File: config.mk
export PLATFORM = sky130hd
export DESIGN_NAME = dcEntropyEncoder
export DESIGN_NICKNAME = d
export VERILOG_FILES = /design/src/design/huffmanCodePkg.sv /design/src/design/jpegStreamPkg.sv /design/src/design/codeMerger.sv /design/src/design/dcCodeTable.sv /design/src/design/dcEntropyEncoder.sv /design/src/design/wordPacker.sv
export SDC_FILE = /design/constraint.sdc
export NUM_CORES = 1
export LEC_CHECK = 0
export ABC_AREA = 1
export BUFFER_PORTS_ARGS = -buffer_cell sky130_fd_sc_hd__buf_4
export CAP_MARGIN = 10
export CORE_MARGIN = 2
export CORE_UTILIZATION = 40
export DETAILED_ROUTE_END_ITERATION = 7
export GPL_TIMING_DRIVEN = 0
export SYNTH_ARGS = -nofsm -noshare
export SYNTH_HDL_FRONTEND = slang
export SYNTH_HIERARCHICAL = 1
export SYNTH_SLANG_ARGS = --single-unit
File: constraint.sdc
create_clock -name clk -period 2.6 [get_ports clk]
set_clock_uncertainty 0.1 [all_clocks]
set_input_delay 0.13 -clock clk [delete_from_list [all_inputs] [get_ports clk]]
set_output_delay 0.13 -clock clk [all_outputs]
set_load 0.05 [all_outputs]
File: src/design/huffmanCodePkg.sv
`default_nettype none

package huffmanCodePkg;

  // ========================================
  // DC table geometry.
  localparam int MAX_CATEGORY = 11;
  localparam int HUFF_CODE_W = 11;
  localparam int HUFF_LEN_W = 4;

  // code is right-aligned, length counts its valid bits.
  typedef struct packed {
    logic [HUFF_LEN_W-1:0] length;
    logic [HUFF_CODE_W-1:0] code;
  } huffCode_t;

  typedef enum logic {
    luminance,
    chrominance
  } component_t;

endpackage

`default_nettype wire

File: src/design/jpegStreamPkg.sv
`default_nettype none

package jpegStreamPkg;

  // ========================================
  // stream widths.
  localparam int WORD_W = 32;
  localparam int MAX_CODE_W = 22;
  localparam int CATEGORY_W = 4;
  localparam int VLI_W = 11;
  localparam int CODE_LEN_W = $clog2(MAX_CODE_W + 1);
  localparam int SIZE_W = $clog2(WORD_W + 1);
  localparam int FILL_W = $clog2(WORD_W);

  // ========================================
  // one DC symbol per valid cycle.
  typedef struct packed {
    logic valid;
    logic done;
    logic [CATEGORY_W-1:0] category;
    logic [VLI_W-1:0] vli;
  } dcSymbol_t;

  // huffman code plus amplitude, msb at bit WORD_W-1.
  typedef struct packed {
    logic valid;
    logic done;
    logic [CODE_LEN_W-1:0] length;
    logic [WORD_W-1:0] bits;
  } alignedCode_t;

  typedef struct packed {
    logic valid;
    logic done;
    logic [SIZE_W-1:0] size;
    logic [WORD_W-1:0] word;
  } packedWord_t;

  typedef enum logic {
    normal,
    spill
  } packState_t;

endpackage

`default_nettype wire

File: src/design/codeMerger.sv
`default_nettype none

module codeMerger
  import jpegStreamPkg::*, huffmanCodePkg::*;
(
  input logic clk,
  input logic rst_n,
  input dcSymbol_t symbol,
  input huffCode_t code,
  output alignedCode_t merged
);

  dcSymbol_t symbolDly;
  logic [VLI_W-1:0] vliMask;
  logic [MAX_CODE_W-1:0] bits;
  logic [CODE_LEN_W-1:0] length;
  logic [WORD_W-1:0] aligned;

  // lines up with the registered table entry.
  always_ff @(posedge clk or negedge rst_n) begin
    if (!rst_n) begin
      symbolDly <= '0;
    end else begin
      symbolDly <= symbol;
    end
  end

  // ========================================
  // merge and left-align.
  always_comb begin
    vliMask = ~({VLI_W{1'b1}} << symbolDly.category);
    bits = (MAX_CODE_W'(code.code) << symbolDly.category)
      | MAX_CODE_W'(symbolDly.vli & vliMask);
    length = CODE_LEN_W'(code.length) + CODE_LEN_W'(symbolDly.category);
    // move the low length bits up to the msb end.
    aligned = {bits, {(WORD_W - MAX_CODE_W){1'b0}}}
      << (CODE_LEN_W'(MAX_CODE_W) - length);
  end

  always_ff @(posedge clk or negedge rst_n) begin
    if (!rst_n) begin
      merged <= '0;
    end else begin
      merged.valid <= symbolDly.valid;
      merged.done <= symbolDly.done;
      merged.length <= length;
      merged.bits <= aligned;
    end
  end

endmodule

`default_nettype wire

File: src/design/dcCodeTable.sv
`default_nettype none

module dcCodeTable
  import jpegStreamPkg::*, huffmanCodePkg::*;
#(
  parameter component_t codeTable = luminance
) (
  input logic clk,
  input dcSymbol_t symbol,
  output huffCode_t code
);

  // annex K DC tables, indexed by category.
  localparam huffCode_t LUMA_TABLE [MAX_CATEGORY+1] = '{
    '{4'd2, 11'b00000000000},
    '{4'd3, 11'b00000000010},
    '{4'd3, 11'b00000000011},
    '{4'd3, 11'b00000000100},
    '{4'd3, 11'b00000000101},
    '{4'd3, 11'b00000000110},
    '{4'd4, 11'b00000001110},
    '{4'd5, 11'b00000011110},
    '{4'd6, 11'b00000111110},
    '{4'd7, 11'b00001111110},
    '{4'd8, 11'b00011111110},
    '{4'd9, 11'b00111111110}
  };

  localparam huffCode_t CHROMA_TABLE [MAX_CATEGORY+1] = '{
    '{4'd2, 11'b00000000000},
    '{4'd2, 11'b00000000001},
    '{4'd2, 11'b00000000010},
    '{4'd3, 11'b00000000110},
    '{4'd4, 11'b00000001110},
    '{4'd5, 11'b00000011110},
    '{4'd6, 11'b00000111110},
    '{4'd7, 11'b00001111110},
    '{4'd8, 11'b00011111110},
    '{4'd9, 11'b00111111110},
    '{4'd10, 11'b01111111110},
    '{4'd11, 11'b11111111110}
  };

  huffCode_t entry;

  // categories above the table give an empty entry.
  always_comb begin
    entry = '0;
    if (symbol.category <= MAX_CATEGORY) begin
      if (codeTable == luminance) begin
        entry = LUMA_TABLE[symbol.category];
      end else begin
        entry = CHROMA_TABLE[symbol.category];
      end
    end
  end

  always_ff @(posedge clk) begin
    if (symbol.valid) begin
      code <= entry;
    end
  end

endmodule

`default_nettype wire

File: src/design/dcEntropyEncoder.sv
`default_nettype none

module dcEntropyEncoder
  import jpegStreamPkg::*, huffmanCodePkg::*;
#(
  parameter component_t codeTable = luminance
) (
  input logic clk,
  input logic rst_n,
  input dcSymbol_t symbol,
  output packedWord_t packedWord
);

  huffCode_t code;
  alignedCode_t merged;

  dcCodeTable #(
    .codeTable(codeTable)
  ) dcCodeTable_i (
    .clk(clk),
    .symbol(symbol),
    .code(code)
  );

  codeMerger codeMerger_i (
    .clk(clk),
    .rst_n(rst_n),
    .symbol(symbol),
    .code(code),
    .merged(merged)
  );

  wordPacker wordPacker_i (
    .clk(clk),
    .rst_n(rst_n),
    .merged(merged),
    .packedWord(packedWord)
  );

endmodule

`default_nettype wire

File: src/design/wordPacker.sv
`default_nettype none

module wordPacker
  import jpegStreamPkg::*;
(
  input logic clk,
  input logic rst_n,
  input alignedCode_t merged,
  output packedWord_t packedWord
);

  typedef struct packed {
    logic valid;
    logic done;
    logic overflow;
    logic [SIZE_W-1:0] size;
  } packStage_t;

  logic [FILL_W-1:0] fill;
  logic [SIZE_W-1:0] sum;
  logic [SIZE_W-1:0] wrapped;
  logic [SIZE_W-1:0] finalSize;
  logic overflow;
  packStage_t stage;
  packStage_t stageNext;
  logic [WORD_W-1:0] up;
  logic [WORD_W-1:0] low;

  packState_t state;
  packState_t stateNext;
  logic [WORD_W-1:0] partial;
  logic [WORD_W-1:0] partialNext;
  logic [WORD_W-1:0] word;
  logic [SIZE_W-1:0] spillSize;
  logic [SIZE_W-1:0] spillSizeNext;
  packedWord_t outNext;

  // ========================================
  // fill count and split.
  always_comb begin
    sum = SIZE_W'(fill) + SIZE_W'(merged.length);
    overflow = sum >= SIZE_W'(WORD_W);
    wrapped = overflow ? sum - SIZE_W'(WORD_W) : sum;
    finalSize = (wrapped == '0) ? SIZE_W'(WORD_W) : wrapped;
    stageNext.valid = merged.valid;
    stageNext.done = merged.done;
    // exact fill on done closes in one word.
    stageNext.overflow = overflow && !(merged.done && wrapped == '0);
    stageNext.size = finalSize;
  end

  always_ff @(posedge clk or negedge rst_n) begin
    if (!rst_n) begin
      fill <= '0;
      stage <= '0;
    end else begin
      stage <= stageNext;
      if (merged.valid) begin
        fill <= merged.done ? '0 : FILL_W'(wrapped);
      end
    end
  end

  always_ff @(posedge clk) begin
    if (merged.valid) begin
      {up, low} <= {merged.bits, {WORD_W{1'b0}}} >> fill;
    end
  end

  // ========================================
  // word assembly.
  always_comb begin
    stateNext = state;
    partialNext = partial;
    spillSizeNext = spillSize;
    word = partial | up;
    outNext = '0;
    case (state)
      normal: begin
        if (stage.valid) begin
          partialNext = word;
          if (stage.done || stage.overflow) begin
            outNext.valid = 1'b1;
            outNext.size = SIZE_W'(WORD_W);
            outNext.word = word;
            partialNext = low;
          end
          if (stage.done && stage.overflow) begin
            stateNext = spill;
            spillSizeNext = stage.size;
          end else if (stage.done) begin
            outNext.done = 1'b1;
            outNext.size = stage.size;
          end
        end
      end
      spill: begin
        outNext.valid = 1'b1;
        outNext.done = 1'b1;
        outNext.size = spillSize;
        outNext.word = partial;
        partialNext = '0;
        stateNext = normal;
        // a new block starts at fill zero.
        if (stage.valid) begin
          partialNext = up;
          if (stage.done) begin
            stateNext = spill;
            spillSizeNext = stage.size;
          end
        end
      end
    endcase
  end

  always_ff @(posedge clk or negedge rst_n) begin
    if (!rst_n) begin
      state <= normal;
      partial <= '0;
      packedWord <= '0;
    end else begin
      state <= stateNext;
      partial <= partialNext;
      packedWord <= outNext;
    end
  end

  always_ff @(posedge clk) begin
    spillSize <= spillSizeNext;
  end

endmodule

`default_nettype wire

# After elaboration in Yosys (flattened, before gate mapping)
# Memory sizes are Yosys's and may differ from the RTL's. A register that Yosys moved wholly into a read port is not among the register bits.
# Cells that the tools add are included.
dict set report totals {
  regBits 213
  romBits 240
  word_cells 74
  mem_count 1
  in_bits 19
}
dict set report op_classes {
  n_shift 4
  addsub 4
  n_reduce_logical 8
  n_bitwise 6
  n_mux 23
  eq_ne 4
  n_lt_le_gt_ge 2
}
# memory words width rd rd_clocked_by_memory_dff wr line
set mem_list {}
lappend mem_list {{(name not given)} 16 15 1 1 0 dcCodeTable.sv:51} ;# entry = LUMA_TABLE[symbol.category];
# cell n
set op_table {}
lappend op_table {{32-bit 2-to-1 mux} 3}
lappend op_table {{40-bit case mux with 2 select lines} 1}
lappend op_table {{32-bit case mux with 2 select lines} 1}
lappend op_table {{64-bit by 5-bit >> shifter with 64-bit output} 1}
lappend op_table {{40-bit 2-to-1 mux} 1}
lappend op_table {{38-bit 2-to-1 mux} 1}
lappend op_table {{6-bit 2-to-1 mux} 6}
lappend op_table {{32-bit bitwise OR} 1}
lappend op_table {{32-bit by 5-bit << shifter with 32-bit output} 1}
lappend op_table {{22-bit bitwise OR} 1}
lappend op_table {{11-bit by 4-bit << shifter with 22-bit output} 1}
lappend op_table {{7-bit 2-to-1 mux} 2}
lappend op_table {{6-bit case mux with 2 select lines} 1}
lappend op_table {{11-bit bitwise AND} 1}
lappend op_table {{11-bit NOT} 1}
lappend op_table {{11-bit by 4-bit << shifter with 11-bit output, first input constant} 1}
lappend op_table {{2-bit by 1-bit inequality test with 1-bit output, second input constant} 4}
lappend op_table {{5-bit by 5-bit adder with 6-bit output} 1}
lappend op_table {{6-bit greater-or-equal comparator, second input constant} 1}
lappend op_table {{6-bit logical NOT} 1}
lappend op_table {{6-bit subtractor, second input constant} 1}
lappend op_table {{4-bit by 4-bit adder with 5-bit output} 1}
lappend op_table {{1-bit 2-to-1 mux} 5}
lappend op_table {{5-bit 2-to-1 mux} 1}
lappend op_table {{9 further kinds} 12}

# Longest topological paths before layout
dict set report depth {
  depth_word 7
  mapped_depth 17
}

# Cells and area by module
# The synthesis kept the hierarchy.
# module cells_per_inst area_per_inst_um2 instances
set modules_own_cells {}
lappend modules_own_cells {wordPacker 947 8032.7 1}
lappend modules_own_cells {codeMerger 459 3342.0 1}
lappend modules_own_cells {dcCodeTable 60 655.6 1}

# Worst setup path after synthesis
# OpenSTA, ideal clock, no wires.
dict set report synth_path {
  kind {register to register}
  startpoint {register codeMerger_i/symbolDly[11] (netlist name)}
  endpoint {register, netlist name codeMerger_i/merged[28]}
  period_less_slack_ns 2.388
  path_buffers 1
  path_slack_ns 0.212
  path_stages_with_launch 11
  t_arrival_ns 2.165
  setup_time_ns 0.122
  cell_sequence {dfrtp_1 > ha_1 > fa_1 > ha_1 > inv_1 > clkbuf_1 > nand3_1 > o21ai_1 > nand2_1 > nand3_1 > nand3_2}
}
dict set report synth_between {
  elab_cells_between_ends 8
  cone_classes {add/sub (2); shift (3); bitwise (3)}
}
# item line
set synth_rtl {}
lappend synth_rtl {{start, declared} codeMerger.sv:13} ;# dcSymbol_t symbolDly;
lappend synth_rtl {{start signal, assigned} codeMerger.sv:24} ;# symbolDly <= symbol;
lappend synth_rtl {{4-bit by 4-bit adder with 5-bit output} codeMerger.sv:34} ;# length = CODE_LEN_W'(code.length) + CODE_LEN_W'(symbolDly.category);
lappend synth_rtl {{via codeMerger_i.length[1]} codeMerger.sv:16} ;# logic [CODE_LEN_W-1:0] length;
lappend synth_rtl {{5-bit subtractor} codeMerger.sv:37} ;# << (CODE_LEN_W'(MAX_CODE_W) - length);
lappend synth_rtl {{32-bit by 5-bit << shifter with 32-bit output} codeMerger.sv:36} ;# aligned = {bits, {(WORD_W - MAX_CODE_W){1'b0}}}
lappend synth_rtl {{via codeMerger_i.aligned[28]} codeMerger.sv:17} ;# logic [WORD_W-1:0] aligned;
# The timed path passes the listed nets, and every way through them passes these cells.
# A chain may end at the register's enable or synchronous reset.

# Worst setup path in the final report
dict set report layout_path {
  startpoint {register codeMerger_i/symbolDly[11] (netlist name)}
  endpoint {register, netlist name codeMerger_i/merged[28]}
}
dict set report layout_between {
  elab_cells_between_ends 8
  cone_classes {add/sub (2); shift (3); bitwise (3)}
}
# item line
set layout_rtl {}
lappend layout_rtl {{4-bit by 4-bit adder with 5-bit output} codeMerger.sv:34}
lappend layout_rtl {{via codeMerger_i.length[1]} codeMerger.sv:16}
lappend layout_rtl {{5-bit subtractor} codeMerger.sv:37}
lappend layout_rtl {{32-bit by 5-bit << shifter with 32-bit output} codeMerger.sv:36}
lappend layout_rtl {{via codeMerger_i.aligned[28]} codeMerger.sv:17}
# The timed path passes the listed nets, and every way through them passes these cells.

==> results by group <==
Synthesis
  – Synth area leader: dfrtp_1
  – Async SR Flop Fraction: 0.621
  – Ys flop type: dfrtp_1
  – Post-synthesis sequential area ratio: 0.479
  – Syn Area/Cell: 8.21 µm²
  – Yosys top cell area share: 0.277
  – Synth Register Bits: 214
  – Synth unique cells: 47
  – List of most frequent post-synthesis cells: 421 x nand3_1, 339 x nand2_1, 133 x dfrtp_1
  – Number of synthesis warnings: 6
  – Number of flops mapped to enable cells by yosys: 81
  – Post-synthesis cell count: 1,466
  – Post-Syn Area: 0.0120 mm²
  – Synth top area cells: dfrtp_1 28%, edfxtp_1 20%, nand3_1 18%
  – Cell with the most instances after synthesis: nand3_1

Pwr
  – Sw Ratio: 0.435
  – Leakage: 6.52 nW
  – Sequential power share: 0.332
  – Gate power share: 0.450
  – Power Internal: 8.83 mW
  – VDD IR max: 0.000470 V
  – P_sw: 6.80 mW
  – Clock power frac: 0.219
  – Overall Power: 15.6 mW
  – Power Density: 1110 mW/mm²

Worst setup path
  – WP data arrival: 2790 ps
  – CP endpoint kind: flop
  – RR Startpoint: codeMerger_i/symbolDly[11]
  – Reg2Reg Depth: 10
  – CP Launch Point: codeMerger_i/symbolDly[11]
  – Required time of the worst setup path: 2910 ps
  – Kind of critical path: reg -> reg
  – Startpoint Class: flop
  – CP Max Fanout: 10

Die
  – IO Pins: 59
  – Die area: 0.0315 mm²
  – Die span in y: 177 µm
  – Initial Utilization: 0.406
  – Num rows: 63
  – Core Box Area: 0.0296 mm²
  – Chip width: 177 µm

Run
  – Max-cap viol count: 0

Place
  – Placer Congestion: 0.949
  – Place WS: -218 ps
  – Port Buffers: 58
  – Dpl hpwl: 28,900 µm

GRT
  – Initial antenna violation count: 0
  – Global router's overall resource usage: 0.242
  – Vias in the first global route: 10,500
  – Remaining global-route overflow: 0
  – Largest net degree at the start of global routing: 73
  – First-pass GRT wire length: 59,500 µm

Clock network
  – CTS root buf: clkbuf_16
  – Clock-pin slew on the worst setup and hold paths: 60 ps
  – Cts bufs inserted: 23
  – CTS sink count: 214
  – Worst-case clock buffer depth: 3
  – Post CTS Setup Buffer Count: 0
  – CTS HTree Levels: 1
  – Clock latency on the worst-skew pair: 530 ps
  – CTS tree: built

Hold path
  – HP Class: in -> async

STA
  – Rel. slew slack: 0.402
  – Setup slack after layout: 119 ps
  – FMAX: 0.403 GHz
  – Post-route clock period utilization: 0.954
  – Final min period: 2480 ps
  – RSZ-0062 raised after global routing: false
  – Final hold vios: 0
  – Slew @ Worst Pin: 897 ps
  – Slew Viols, Final: 0
  – Setup-failing EPs final: 0

Drt
  – Vias per inst: 5.46
  – Drt initial violations: 1,003
  – DR vias: 10,800
  – Post-DRT Antenna Nets: 0
  – DRT Pass-1 Iters: 7
  – WL final: 37,300 µm
  – Post-DR wirelength/cell: 18.8 µm
  – # DRC: 0

Cells and area
  – NumNets Final: 1,614
  – Area delta synth->final: 16.7%
  – Layout cells sized above 1: 0.151

Status
  – Status: complete, no violations
[power groups by stage]
stage | Combinational [mW] | Sequential (mW) | Clock, mW
6_report | 7.03 | 5.18 | 3.42
5_1_grt | 7.68 | 5.30 | 3.61
4_1_cts | 6.94 | 5.18 | 3.50
3_5_place_dp | 6.87 | 5.24 | 0
3_3_place_gp | 6.88 | 5.22 | 0
2_1_floorplan | 4.12 | 5.74 | 0
[kinds of logic after synthesis]
logic type / Yosys count / synth area share
AOI/OAI and AO/OA: 147 / 0.0709
xor gates and xnor gates: 1 / 0.00229
adders and majority gates: 17 / 0.0189
buffers and inverters: 169 / 0.0760
DFF: 214 / 0.479
other: 2 / 0.000624
and+or+nand+nor: 916 / 0.352
[final cells by class]
class	count	area, µm²
inverters	64	270
clock buffers	28	594
diodes	1	2.50
well taps	390	488
clock inverters	14	196
plain buffers	105	657
fillers	2952	15600
flip-flops and latches	214	5760
repair buffers	77	647
multi-input cells	1093	5420
[layer usage]
metal | wire [µm] | share of wire | GRT usage
met2 | 18100 | 0.49 | 0.419
met5 | 0 | 0 | 0
met1 | 16200 | 0.43 | 0.320
met3 | 1800 | 0.048 | 0.0236
met4 | 1200 | 0.032 | 0.0755
[repair_timing]
item                                   CTS  global route
setup endpoints to repair               21            17
hold buffers                            18             0
endpoints found under the hold margin  112             0
resized for setup                        7             6
[final timing paths]
kind / endpoint / slack, ps
max in group asynchronous: codeMerger_i/merged[23] / 1560
worst max-delay path: codeMerger_i/merged[28] / 120
worst min register to register: codeMerger_i/merged[37] / 240
min in group clk: codeMerger_i/symbolDly[10] / 150
worst max register to register: codeMerger_i/merged[28] / 120
worst min-delay path: wordPacker_i/packedWord[14] / 50
[layout by cell type, fill, tap and decap left out, drive strengths merged]
cell           n
nand3        436
nand2        351
buf          136
dfrtp        133
nor2         103
edfxtp        81
a21oi         67
inv           65
clkbuf        56
o21ai         45
o211ai        22
dlygate4sd3   18
ha            15
conb          12
nor3           8
nand4          7
a22oi          7
clkinv         7
or2            5
bufinv         4
and3           4
o22ai          3
clkinvlp       2
and2           2
fa             2
diode          1
o21bai         1
a31oi          1
xnor2          1
a22o           1
[registers in the layout (all words and copies together), names as in the netlist]
name and count:
wordPacker_i/packedWord 40, wordPacker_i/partial 32, wordPacker_i/up 32, wordPacker_i/low 31, codeMerger_i/merged 29, codeMerger_i/symbolDly 17
dcCodeTable_i/code 12, wordPacker_i/stage 9, wordPacker_i/spillSize 6, wordPacker_i/fill 5, wordPacker_i/state 1
[critical path, cell delays in order, from the launching register on]
cell and delay (ps):
dfrtp_1 400, ha_2 200, fa_2 600, ha_4 240
inv_1 90, clkbuf_4 200, nand3_1 90, o21ai_1 140
nand2_1 120, nand3_1 110, nand3_2 70
[metrics by stage]
stage          instance area [µm²]  hold slack [ps]  utilization  setup TNS (ps)  std cells
6_report                     14000             54.9        0.474               0       1986
5_1_grt                      14000              126        0.473               0       1985
4_1_cts                      14000             74.5        0.473               0       1985
3_5_place_dp                 13000             65.0        0.440           -2520       1925
3_3_place_gp                 13000              139        0.438          -19070       1924
2_1_floorplan                12100             -266            -               0       1476
Power figures use the tool's default switching activity.
